### config.mk
export PLATFORM = sky130hd
export DESIGN_NAME = exc_subsystem_top
export DESIGN_NICKNAME = d
export VERILOG_FILES = /design/src/source/exc_pkg.sv /design/src/source/exc_subsystem_top.sv /design/src/source/exc_trap_csr.sv /design/src/source/exc_flush_sequencer.sv /design/src/source/exc_controller.sv /design/src/source/exc_event_sampler.sv
export SDC_FILE = /design/constraint.sdc
export NUM_CORES = 1
export LEC_CHECK = 0
export BUFFER_PORTS_ARGS = -buffer_cell sky130_fd_sc_hd__buf_2
export CELL_PAD_IN_SITES_DETAIL_PLACEMENT = 0
export CELL_PAD_IN_SITES_GLOBAL_PLACEMENT = 1
export CORE_MARGIN = 3
export CORE_UTILIZATION = 46
export DETAILED_ROUTE_END_ITERATION = 10
export PLACE_DENSITY = 0.9
export SYNTH_ARGS = -nofsm -noshare
export SYNTH_HDL_FRONTEND = slang
export SYNTH_SLANG_ARGS = --single-unit
export TNS_END_PERCENT = 30
### constraint.sdc
create_clock -name clk -period 9.2 [get_ports clk]
set_clock_uncertainty 0.1 [all_clocks]
set_input_delay 2.76 -clock clk [delete_from_list [all_inputs] [get_ports clk]]
set_output_delay 2.76 -clock clk [all_outputs]
set_load 0.05 [all_outputs]
### src/source/exc_pkg.sv
////////////////////
// shared types and constants of the trap-entry subsystem
// event word, cause union, vector selector, debug bits and cause codes
// referenced by scoped name from the RTL and the testbench
////////////////////

package exc_pkg;

  // one registered cycle of events, as seen by the controller and csr block
  typedef struct packed {
    logic       illegal;
    logic       ecall;
    logic       ebreak;
    logic       eret;
    logic       load_err;
    logic       store_err;
    logic       irq;
    logic [4:0] irq_id;
  } exc_event_t;

  // cause word read as an interrupt with its id
  typedef struct packed {
    logic       is_irq;
    logic [4:0] id;
  } irq_cause_t;

  // cause word read as a synchronous exception code
  typedef struct packed {
    logic       is_irq;
    logic [4:0] code;
  } exc_code_t;

  // msb tells which view applies
  typedef union packed {
    irq_cause_t irq;
    exc_code_t  exc;
  } exc_cause_u;

  // handler vector selector
  typedef enum logic [2:0] {
    VEC_IRQ     = 3'd0,
    VEC_ECALL   = 3'd1,
    VEC_ILLINSN = 3'd2,
    VEC_LOAD    = 3'd3,
    VEC_STORE   = 3'd4,
    VEC_ERET    = 3'd5
  } exc_vec_e;

  // exception codes, low five bits of the cause word
  localparam logic [4:0] CODE_ILLEGAL = 5'd2;
  localparam logic [4:0] CODE_EBREAK  = 5'd3;
  localparam logic [4:0] CODE_LOAD    = 5'd5;
  localparam logic [4:0] CODE_STORE   = 5'd7;
  localparam logic [4:0] CODE_ECALL   = 5'd11;

  // debug settings, one enable bit per trap source
  localparam int DBG_SETS_W = 6;
  localparam int DBG_SSTE   = 0;
  localparam int DBG_ECALL  = 1;
  localparam int DBG_ELSU   = 2;
  localparam int DBG_EBRK   = 3;
  localparam int DBG_EILL   = 4;
  localparam int DBG_IRQ    = 5;

  // handler offsets in bytes from the vector base
  localparam logic [31:0] VEC_OFF_IRQ   = 32'h0000_0000;
  localparam logic [31:0] VEC_OFF_ECALL = 32'h0000_0080;
  localparam logic [31:0] VEC_OFF_ILL   = 32'h0000_0084;
  localparam logic [31:0] VEC_OFF_LOAD  = 32'h0000_0088;
  localparam logic [31:0] VEC_OFF_STORE = 32'h0000_008C;

endpackage
### src/source/exc_subsystem_top.sv
////////////////////
// top of the trap-entry subsystem
// wires sampler, controller, flush sequencer and csr block, passes parameters down
////////////////////

`timescale 1ns/100ps

module exc_subsystem_top #(
  parameter int          PIPE_DEPTH = 3,
  parameter logic [31:0] VEC_BASE   = 32'h0000_1000
) (
  input  logic                           clk,
  input  logic                           rst_n,
  input  logic                           illegal_i,
  input  logic                           ecall_i,
  input  logic                           ebreak_i,
  input  logic                           eret_i,
  input  logic                           load_err_i,
  input  logic                           store_err_i,
  input  logic                           irq_i,
  input  logic [4:0]                     irq_id_i,
  input  logic [31:0]                    pc_i,
  input  logic [exc_pkg::DBG_SETS_W-1:0] dbg_settings_i,
  input  logic                           stall_i,
  output logic                           trap_o,
  output logic [5:0]                     cause_o,
  output logic [31:0]                    epc_o,
  output logic [31:0]                    handler_pc_o,
  output logic                           handler_valid_o,
  output logic                           irq_enable_o
);

  exc_pkg::exc_event_t ev;
  logic [31:0]         pc_q;
  logic                int_req;
  logic                ext_req;
  logic                ack;
  logic                save_cause;
  exc_pkg::exc_cause_u cause;
  exc_pkg::exc_vec_e   vec_sel;

  exc_event_sampler u_sampler (
    .clk         (clk),
    .rst_n       (rst_n),
    .illegal_i   (illegal_i),
    .ecall_i     (ecall_i),
    .ebreak_i    (ebreak_i),
    .eret_i      (eret_i),
    .load_err_i  (load_err_i),
    .store_err_i (store_err_i),
    .irq_i       (irq_i),
    .irq_id_i    (irq_id_i),
    .pc_i        (pc_i),
    .ev_o        (ev),
    .pc_o        (pc_q)
  );

  exc_controller u_controller (
    .clk            (clk),
    .rst_n          (rst_n),
    .ev_i           (ev),
    .irq_enable_i   (irq_enable_o),
    .dbg_settings_i (dbg_settings_i),
    .ack_i          (ack),
    .int_req_o      (int_req),
    .ext_req_o      (ext_req),
    .save_cause_o   (save_cause),
    .trap_o         (trap_o),
    .cause_o        (cause),
    .vec_sel_o      (vec_sel)
  );

  exc_flush_sequencer #(
    .PIPE_DEPTH (PIPE_DEPTH)
  ) u_flush (
    .clk       (clk),
    .rst_n     (rst_n),
    .int_req_i (int_req),
    .ext_req_i (ext_req),
    .stall_i   (stall_i),
    .ack_o     (ack)
  );

  exc_trap_csr #(
    .VEC_BASE (VEC_BASE)
  ) u_csr (
    .clk             (clk),
    .rst_n           (rst_n),
    .ev_i            (ev),
    .pc_i            (pc_q),
    .save_cause_i    (save_cause),
    .cause_i         (cause),
    .vec_sel_i       (vec_sel),
    .irq_enable_o    (irq_enable_o),
    .cause_o         (cause_o),
    .epc_o           (epc_o),
    .handler_pc_o    (handler_pc_o),
    .handler_valid_o (handler_valid_o)
  );

endmodule

### src/source/exc_trap_csr.sv
////////////////////
// trap csr block
// cause, epc and interrupt enable with its saved copy
// turns the vector selector into a handler address, eret jumps back to epc
////////////////////

`timescale 1ns/100ps

module exc_trap_csr #(
  parameter logic [31:0] VEC_BASE = 32'h0000_1000
) (
  input  logic                   clk,
  input  logic                   rst_n,
  input  exc_pkg::exc_event_t    ev_i,
  input  logic [31:0]            pc_i,
  input  logic                   save_cause_i,
  input  exc_pkg::exc_cause_u    cause_i,
  input  exc_pkg::exc_vec_e      vec_sel_i,
  output logic                   irq_enable_o,
  output logic [5:0]             cause_o,
  output logic [31:0]            epc_o,
  output logic [31:0]            handler_pc_o,
  output logic                   handler_valid_o
);

  logic                irq_enable_saved_q;
  logic                busy_q;
  logic                req_seen;
  logic [31:0]         pc_hold_q;
  logic [31:0]         target;
  exc_pkg::exc_vec_e   vec_eff;

  // same request condition as the controller, to catch the first-cycle pc
  assign req_seen = ev_i.illegal | ev_i.ecall | ev_i.load_err | ev_i.store_err
                  | (ev_i.irq & irq_enable_o);

  always_ff @(posedge clk or negedge rst_n) begin
    if (!rst_n) begin
      busy_q <= 1'b0;
    end else if (save_cause_i) begin
      busy_q <= 1'b0;
    end else if (req_seen) begin
      busy_q <= 1'b1;
    end
  end

  // pc of the instruction that raised the request
  always_ff @(posedge clk) begin
    if (!busy_q && req_seen) begin
      pc_hold_q <= pc_i;
    end
  end

  ////////////////////
  // handler address
  ////////////////////

  // eret shares the address mux with a selector of its own
  assign vec_eff = save_cause_i ? vec_sel_i : exc_pkg::VEC_ERET;

  always_comb begin
    case (vec_eff)
      exc_pkg::VEC_IRQ:     target = VEC_BASE + exc_pkg::VEC_OFF_IRQ
                                   + {25'd0, cause_i.irq.id, 2'b00};
      exc_pkg::VEC_ECALL:   target = VEC_BASE + exc_pkg::VEC_OFF_ECALL;
      exc_pkg::VEC_ILLINSN: target = VEC_BASE + exc_pkg::VEC_OFF_ILL;
      exc_pkg::VEC_LOAD:    target = VEC_BASE + exc_pkg::VEC_OFF_LOAD;
      exc_pkg::VEC_STORE:   target = VEC_BASE + exc_pkg::VEC_OFF_STORE;
      exc_pkg::VEC_ERET:    target = epc_o;
      default:              target = VEC_BASE;
    endcase
  end

  // trap entry has priority over a return in the same cycle
  always_ff @(posedge clk or negedge rst_n) begin
    if (!rst_n) begin
      irq_enable_o       <= 1'b1;
      // a stray eret leaves interrupts on
      irq_enable_saved_q <= 1'b1;
      cause_o            <= '0;
      epc_o              <= '0;
      handler_pc_o       <= '0;
      handler_valid_o    <= 1'b0;
    end else begin
      handler_valid_o <= save_cause_i | ev_i.eret;
      if (save_cause_i) begin
        cause_o            <= cause_i;
        epc_o              <= pc_hold_q;
        handler_pc_o       <= target;
        irq_enable_saved_q <= irq_enable_o;
        irq_enable_o       <= 1'b0;
      end else if (ev_i.eret) begin
        handler_pc_o <= target;
        irq_enable_o <= irq_enable_saved_q;
      end
    end
  end

endmodule

### src/source/exc_flush_sequencer.sv
////////////////////
// stand-in for the core controller
// drains the pipeline for a pending request and returns a one-cycle ack
////////////////////

`timescale 1ns/100ps

module exc_flush_sequencer #(
  parameter int PIPE_DEPTH = 3
) (
  input  logic clk,
  input  logic rst_n,
  input  logic int_req_i,
  input  logic ext_req_i,
  // back-pressure, freezes the drain count
  input  logic stall_i,
  output logic ack_o
);

  localparam int CNT_W = $clog2(PIPE_DEPTH + 1);

  logic             req;
  logic             last;
  logic [CNT_W-1:0] cnt_q;

  assign req = int_req_i | ext_req_i;

  // last unstalled drain cycle, ack follows on the next edge
  assign last = (cnt_q == CNT_W'(PIPE_DEPTH - 1));

  always_ff @(posedge clk or negedge rst_n) begin
    if (!rst_n) begin
      cnt_q <= '0;
      ack_o <= 1'b0;
    end else if (ack_o) begin
      // request drops on ack, count restarts for the next one
      cnt_q <= '0;
      ack_o <= 1'b0;
    end else if (req && !stall_i) begin
      if (last) begin
        cnt_q <= '0;
        ack_o <= 1'b1;
      end else begin
        cnt_q <= cnt_q + 1'b1;
      end
    end
  end

endmodule

### src/source/exc_controller.sv
////////////////////
// exception controller
// prioritizes events, picks cause and vector, raises the debug trap
// holds an internal or external request until the flush sequencer acks
////////////////////

`timescale 1ns/100ps

module exc_controller (
  input  logic                              clk,
  input  logic                              rst_n,
  input  exc_pkg::exc_event_t               ev_i,
  // enable bit from the csr block
  input  logic                              irq_enable_i,
  input  logic [exc_pkg::DBG_SETS_W-1:0]    dbg_settings_i,
  // handshake with the flush sequencer
  input  logic                              ack_i,
  output logic                              int_req_o,
  output logic                              ext_req_o,
  // to the csr block
  output logic                              save_cause_o,
  output logic                              trap_o,
  output exc_pkg::exc_cause_u               cause_o,
  output exc_pkg::exc_vec_e                 vec_sel_o
);

  typedef enum logic [1:0] {
    IDLE,
    WAIT_INT,
    WAIT_EXT
  } exc_state_e;

  exc_state_e          state_q;
  exc_state_e          state_d;

  logic                irq_taken;
  logic                int_req_int;
  logic                ext_req_int;
  logic                req_int;
  logic                new_req;

  exc_pkg::exc_cause_u cause_int;
  exc_pkg::exc_cause_u cause_q;
  exc_pkg::exc_vec_e   vec_int;
  exc_pkg::exc_vec_e   vec_q;

  // interrupt only counts when the csr enable is set
  assign irq_taken = ev_i.irq & irq_enable_i;

  ////////////////////
  // debug trap
  ////////////////////

  // single-step forces the trap, every other source needs its own bit
  assign trap_o = dbg_settings_i[exc_pkg::DBG_SSTE]
                | (ev_i.ecall     & dbg_settings_i[exc_pkg::DBG_ECALL])
                | (ev_i.load_err  & dbg_settings_i[exc_pkg::DBG_ELSU])
                | (ev_i.store_err & dbg_settings_i[exc_pkg::DBG_ELSU])
                | (ev_i.ebreak    & dbg_settings_i[exc_pkg::DBG_EBRK])
                | (ev_i.illegal   & dbg_settings_i[exc_pkg::DBG_EILL])
                | (irq_taken      & dbg_settings_i[exc_pkg::DBG_IRQ]);

  // internal requests come from the decoder, external ones from lsu and irq
  assign int_req_int = ev_i.ecall | ev_i.illegal;
  assign ext_req_int = ev_i.load_err | ev_i.store_err | irq_taken;
  assign req_int     = int_req_int | ext_req_int;

  // first cycle of a request
  assign new_req = (state_q == IDLE) && req_int;

  ////////////////////
  // cause and vector
  ////////////////////

  // later assignment wins, so priority rises down the list
  always_comb begin
    cause_int = '0;
    vec_int   = exc_pkg::VEC_IRQ;
    if (irq_taken) begin
      cause_int.irq.is_irq = 1'b1;
      cause_int.irq.id     = ev_i.irq_id;
      vec_int              = exc_pkg::VEC_IRQ;
    end
    // ebreak sets a cause for debug only, no vector
    if (ev_i.ebreak) begin
      cause_int          = '0;
      cause_int.exc.code = exc_pkg::CODE_EBREAK;
    end
    if (ev_i.ecall) begin
      cause_int          = '0;
      cause_int.exc.code = exc_pkg::CODE_ECALL;
      vec_int            = exc_pkg::VEC_ECALL;
    end
    if (ev_i.illegal) begin
      cause_int          = '0;
      cause_int.exc.code = exc_pkg::CODE_ILLEGAL;
      vec_int            = exc_pkg::VEC_ILLINSN;
    end
    if (ev_i.load_err) begin
      cause_int          = '0;
      cause_int.exc.code = exc_pkg::CODE_LOAD;
      vec_int            = exc_pkg::VEC_LOAD;
    end
    if (ev_i.store_err) begin
      cause_int          = '0;
      cause_int.exc.code = exc_pkg::CODE_STORE;
      vec_int            = exc_pkg::VEC_STORE;
    end
  end

  // hold cause and vector from the first request cycle until ack
  always_ff @(posedge clk or negedge rst_n) begin
    if (!rst_n) begin
      cause_q <= '0;
      vec_q   <= exc_pkg::VEC_IRQ;
    end else if (new_req) begin
      cause_q <= cause_int;
      vec_q   <= vec_int;
    end
  end

  // idle bypass; ebreak shows its cause even without a request
  assign cause_o   = (new_req || ev_i.ebreak) ? cause_int : cause_q;
  assign vec_sel_o = new_req ? vec_int : vec_q;

  ////////////////////
  // request fsm
  ////////////////////

  always_comb begin
    state_d      = state_q;
    int_req_o    = 1'b0;
    ext_req_o    = 1'b0;
    save_cause_o = 1'b0;
    case (state_q)
      IDLE: begin
        // internal wins when both are raised
        int_req_o = int_req_int;
        ext_req_o = ext_req_int & ~int_req_int;
        if (req_int) begin
          state_d = int_req_int ? WAIT_INT : WAIT_EXT;
          if (ack_i) begin
            save_cause_o = 1'b1;
            state_d      = IDLE;
          end
        end
      end
      WAIT_INT: begin
        int_req_o = 1'b1;
        if (ack_i) begin
          save_cause_o = 1'b1;
          state_d      = IDLE;
        end
      end
      WAIT_EXT: begin
        ext_req_o = 1'b1;
        if (ack_i) begin
          save_cause_o = 1'b1;
          state_d      = IDLE;
        end
      end
      default: begin
        state_d = IDLE;
      end
    endcase
  end

  always_ff @(posedge clk or negedge rst_n) begin
    if (!rst_n) begin
      state_q <= IDLE;
    end else begin
      state_q <= state_d;
    end
  end

endmodule

### src/source/exc_event_sampler.sv
////////////////////
// input side of the trap path
// synchronizes the async interrupt and registers all strobes as one event word
// the pc is delayed one cycle so it lines up with the event word
////////////////////

`timescale 1ns/100ps

module exc_event_sampler (
  input  logic                   clk,
  input  logic                   rst_n,
  // decoder strobes, one-cycle pulses
  input  logic                   illegal_i,
  input  logic                   ecall_i,
  input  logic                   ebreak_i,
  input  logic                   eret_i,
  // load/store unit errors
  input  logic                   load_err_i,
  input  logic                   store_err_i,
  // asynchronous interrupt level and its id
  input  logic                   irq_i,
  input  logic [4:0]             irq_id_i,
  // pc of the current instruction
  input  logic [31:0]            pc_i,
  output exc_pkg::exc_event_t    ev_o,
  output logic [31:0]            pc_o
);

  // two-flop synchronizer for the interrupt line
  logic       irq_meta;
  logic       irq_sync;
  // id follows the synchronizer stages, held stable by the source while irq is up
  logic [4:0] irq_id_s1;
  logic [4:0] irq_id_s2;

  always_ff @(posedge clk or negedge rst_n) begin
    if (!rst_n) begin
      irq_meta <= 1'b0;
      irq_sync <= 1'b0;
    end else begin
      irq_meta <= irq_i;
      irq_sync <= irq_meta;
    end
  end

  always_ff @(posedge clk) begin
    irq_id_s1 <= irq_id_i;
    irq_id_s2 <= irq_id_s1;
  end

  // event word, one register stage after the pins
  always_ff @(posedge clk or negedge rst_n) begin
    if (!rst_n) begin
      ev_o <= '0;
    end else begin
      ev_o.illegal   <= illegal_i;
      ev_o.ecall     <= ecall_i;
      ev_o.ebreak    <= ebreak_i;
      ev_o.eret      <= eret_i;
      ev_o.load_err  <= load_err_i;
      ev_o.store_err <= store_err_i;
      // irq arrives third cycle after the pin rises
      ev_o.irq       <= irq_sync;
      ev_o.irq_id    <= irq_id_s2;
    end
  end

  // pc aligned with ev_o
  always_ff @(posedge clk) begin
    pc_o <= pc_i;
  end

endmodule

==> summary.txt <==
Run status
  • Outcome: finished clean

Cells and area
  • Post-layout nets: roughly 650
  • Commonest non-fill, non-tap cells in the layout: buf_2 (124), nand2_1 (108), dfrtp_1 (100), dfxtp_1 (42), edfxtp_1 (32)
  • Post-Layout Cell Count: 773
  • Final Cell Area: 7330 um^2
  • Final Util: 57.6%
  • Most common cell after layout, fill and taps aside: buf_2
  • Ant. Diodes: 0
  • Share of layout cells above drive strength 1: 29.3%
  • Area growth syn-to-layout: 21.8%
  • Fill cells: ~1100

Yosys
  • FF+latch count, synth: between 150 and 200
  • Dominant cells by area after synthesis: dfrtp_1 (42%), edfxtp_1 (16%), dfxtp_1 (14%)
  • Number of flops mapped to enable cells by yosys: 32
  • Async SR Flop Fraction: 58.0%
  • Synthesized area: 6020 um^2
  • Syn nets: 520
  • Syn Inst Count: approximately 460
  • Top-area cell type share of the netlist area: 41.6%
  • Register area share after synthesis: 72.4%
  • Prevailing post-synth register cell: dfrtp_1
  • Synth cell types: 57
  • Mean Syn Cell Area: 13.0 um^2
  • Warnings, synthesis: 0
  • Synth area leader: dfrtp_1

Setup path
  • Type of the worst setup path: primary input to output pin
  • Crit path required time: 6340 ps
  • R2r endpoint: u_csr.handler_pc_o[12]$_DFFE_PN0P_
  • FF-to-FF path depth: 8
  • R2r setup slk: 5860 ps
  • Worst R2R Start: u_controller.state_q[0]$_DFFE_PN0P_
  • Critical Path Start: dbg_settings_i[3]
  • Max FO, Critical Path: 1
  • Critical path arrival: 3330 ps
  • CP endpoint: trap_o
  • Startpoint Class: primary input
  • CP Capture Type: output pin

Run
  • Max cap viols: 0

Clock tree
  • Number of clock sinks: approximately 180
  • Clock slew at reported path FFs: approximately 60 ps
  • Clock Tree Buf Depth: 2
  • Post-cts sizing count: 0
  • Root Driver: clkbuf_16
  • TritonCTS Buffers: 17
  • Clk_lat worst skew: 420 ps
  • CTS tree: built
  • Post CTS Setup Buffer Count: 0
  • # H-tree levels: 4
  • Hold_buf cts: 0

Power
  • Internal: 1.61 mW
  • Combinational power share: a little under two fifths
  • Total power: 2.83 mW
  • Sequential share of power: 39.7%
  • Switch Pwr: 1.22 mW
  • Static Leak: 3.51 nW
  • Maximum vdd drop: about 0.28 mV
  • Sw Share: roughly 43%
  • Power per cell area: 386 nW/um^2
  • Clock share of power: 23.2%

Detailed routing
  • Starting DRT DRC Count: 260
  • Drt via density: 5.06
  • Routed Antenna Nets: 0
  • Routed wire length: between 10000 and 15000 um
  • Pre-Repair DR Iteration Count: 4
  • Total number of vias: a little under 4000
  • DRC Markers: 0
  • WL/cell: roughly 16 um

GRT
  • Initial antenna violation count: 0
  • Number of global-route vias before repair: 3867
  • Global-route met2 utilization: 27.9%
  • Busiest grt layer: met2
  • Total Routing Usage GR: between 15 and 20%
  • M1 GR Usage: 23.7%
  • GRT overflow: 0
  • Largest net degree at the start of global routing: between 70 and 80
  • First-pass GRT wire length: approximately 20000 um
  • Met3 Resource Use GR: 5.24%

Timing
  • Crit path time final: 6190 ps
  • Slew Limit Fails: 0
  • Worst hold margin: 227 ps
  • Final setup vio count: 0
  • Fin worst setup slack: 3010 ps
  • RSZ-0062 raised after global routing: no
  • Tcrit/Tclk final: 67.3%
  • Final Hold Viols: 0
  • FMAX: around 160 MHz
  • Worst-Margin Slew: 1040 ps
  • Setup TNS: 0 ps
  • Slew HR: 30.3%

Floorplanning
  • Row count: a little over 40
  • IO Pins: 126
  • Die W: 120 um
  • Core ar.: 12700 um^2
  • Starting Density: around 47%
  • DIE HEIGHT: 120 um
  • Full die area: approximately 14000 um^2

Place
  • Hpwl dp: 8270 um
  • # placed instances: 741
  • Place WS: 3010 ps
  • Dpl cell area: a little under 7000 um^2
  • Port Buffers: 125
  • GP Congestion: around 0.84

Min path
  • Hold Crit Class: flip-flop to flip-flop
[worst min path at each step]
stage,to,slack [ps],from,cells after the start
floorplan,u_sampler.irq_id_s2[0]$_DFF_P_,210,u_sampler.irq_id_s1[0]$_DFF_P_,0
global placement,u_sampler.irq_id_s2[3]$_DFF_P_,210,u_sampler.irq_id_s1[3]$_DFF_P_,0
detailed placement,u_sampler.irq_id_s2[4]$_DFF_P_,210,u_sampler.irq_id_s1[4]$_DFF_P_,0
CTS,u_sampler.irq_id_s2[4]$_DFF_P_,230,u_sampler.irq_id_s1[4]$_DFF_P_,0
global route,u_sampler.irq_id_s2[2]$_DFF_P_,230,u_sampler.irq_id_s1[2]$_DFF_P_,0
finish,u_sampler.irq_id_s2[4]$_DFF_P_,230,u_sampler.irq_id_s1[4]$_DFF_P_,0
[synth_stat cells (all sizes together) (5+ instances only)]
library cell / n
nand2: 108
dfrtp: 100
dfxtp: 42
edfxtp: 32
a22o: 26
nor2: 18
buf: 13
inv: 11
o21ai: 11
clkbuf: 10
a21oi: 8
a221o: 5
mux2i: 5
[registers in the layout (all words and copies together) (netlist names), 5 cells and up]
signal / cells
u_controller.cause_q: 6
u_csr.cause_o: 6
u_csr.epc_o: 32
u_csr.handler_pc_o: 32
u_csr.pc_hold_q: 32
u_sampler.ev_o: 12
u_sampler.irq_id_s1: 5
u_sampler.irq_id_s2: 5
u_sampler.pc_o: 32
[worst max-delay path: stages]
cell,delay [ps]
buf_2,100
a22oi_1,170
nand3_1,90
buf_2,210
[cell families (layout without fill, tap and decap cells)]
| family | after synthesis | count (layout) | synth area share [%] |
|---|---|---|---|
| buffers and inverters | 34 | 172 | 2.77 |
| muxes | 8 | 8 | 1.39 |
| and+or+nand+nor | 156 | 156 | 11.2 |
| DFF | 176 | 176 | 72.4 |
| adders and majority gates | 4 | 4 | 0.832 |
| AOI/OAI and AO/OA | 85 | 85 | 11.4 |
[cell type report]
class,count,area [um^2],area share (%)
Sequential cell,176,4360,59.4
Multi-Input combinational cell,253,1510,20.6
Timing Repair Buffer,129,658,8.98
Clock buffer,21,470,6.42
Tap cell,172,215,2.94
Clock inverter,11,80.1,1.09
Inverter,11,41.3,0.563
[power by group through the flow]
stage	Combinational (mW)	Sequential, mW	Clock, mW
after floorplan	0.299	1.62	0
after global placement	1.04	1.13	0
after detailed placement	1.06	1.14	0
after CTS	1.06	1.13	0.674
after global routing	1.11	1.15	0.709
final	1.05	1.12	0.657
[layer usage]
metal	vias to the layer above	part of all wire [%]
met1	1912	44
met5	-	0
met3	18	5.9
li1	1870	-
met2	108	49
met4	0	1.7
(Power assumes the default switching activity.)
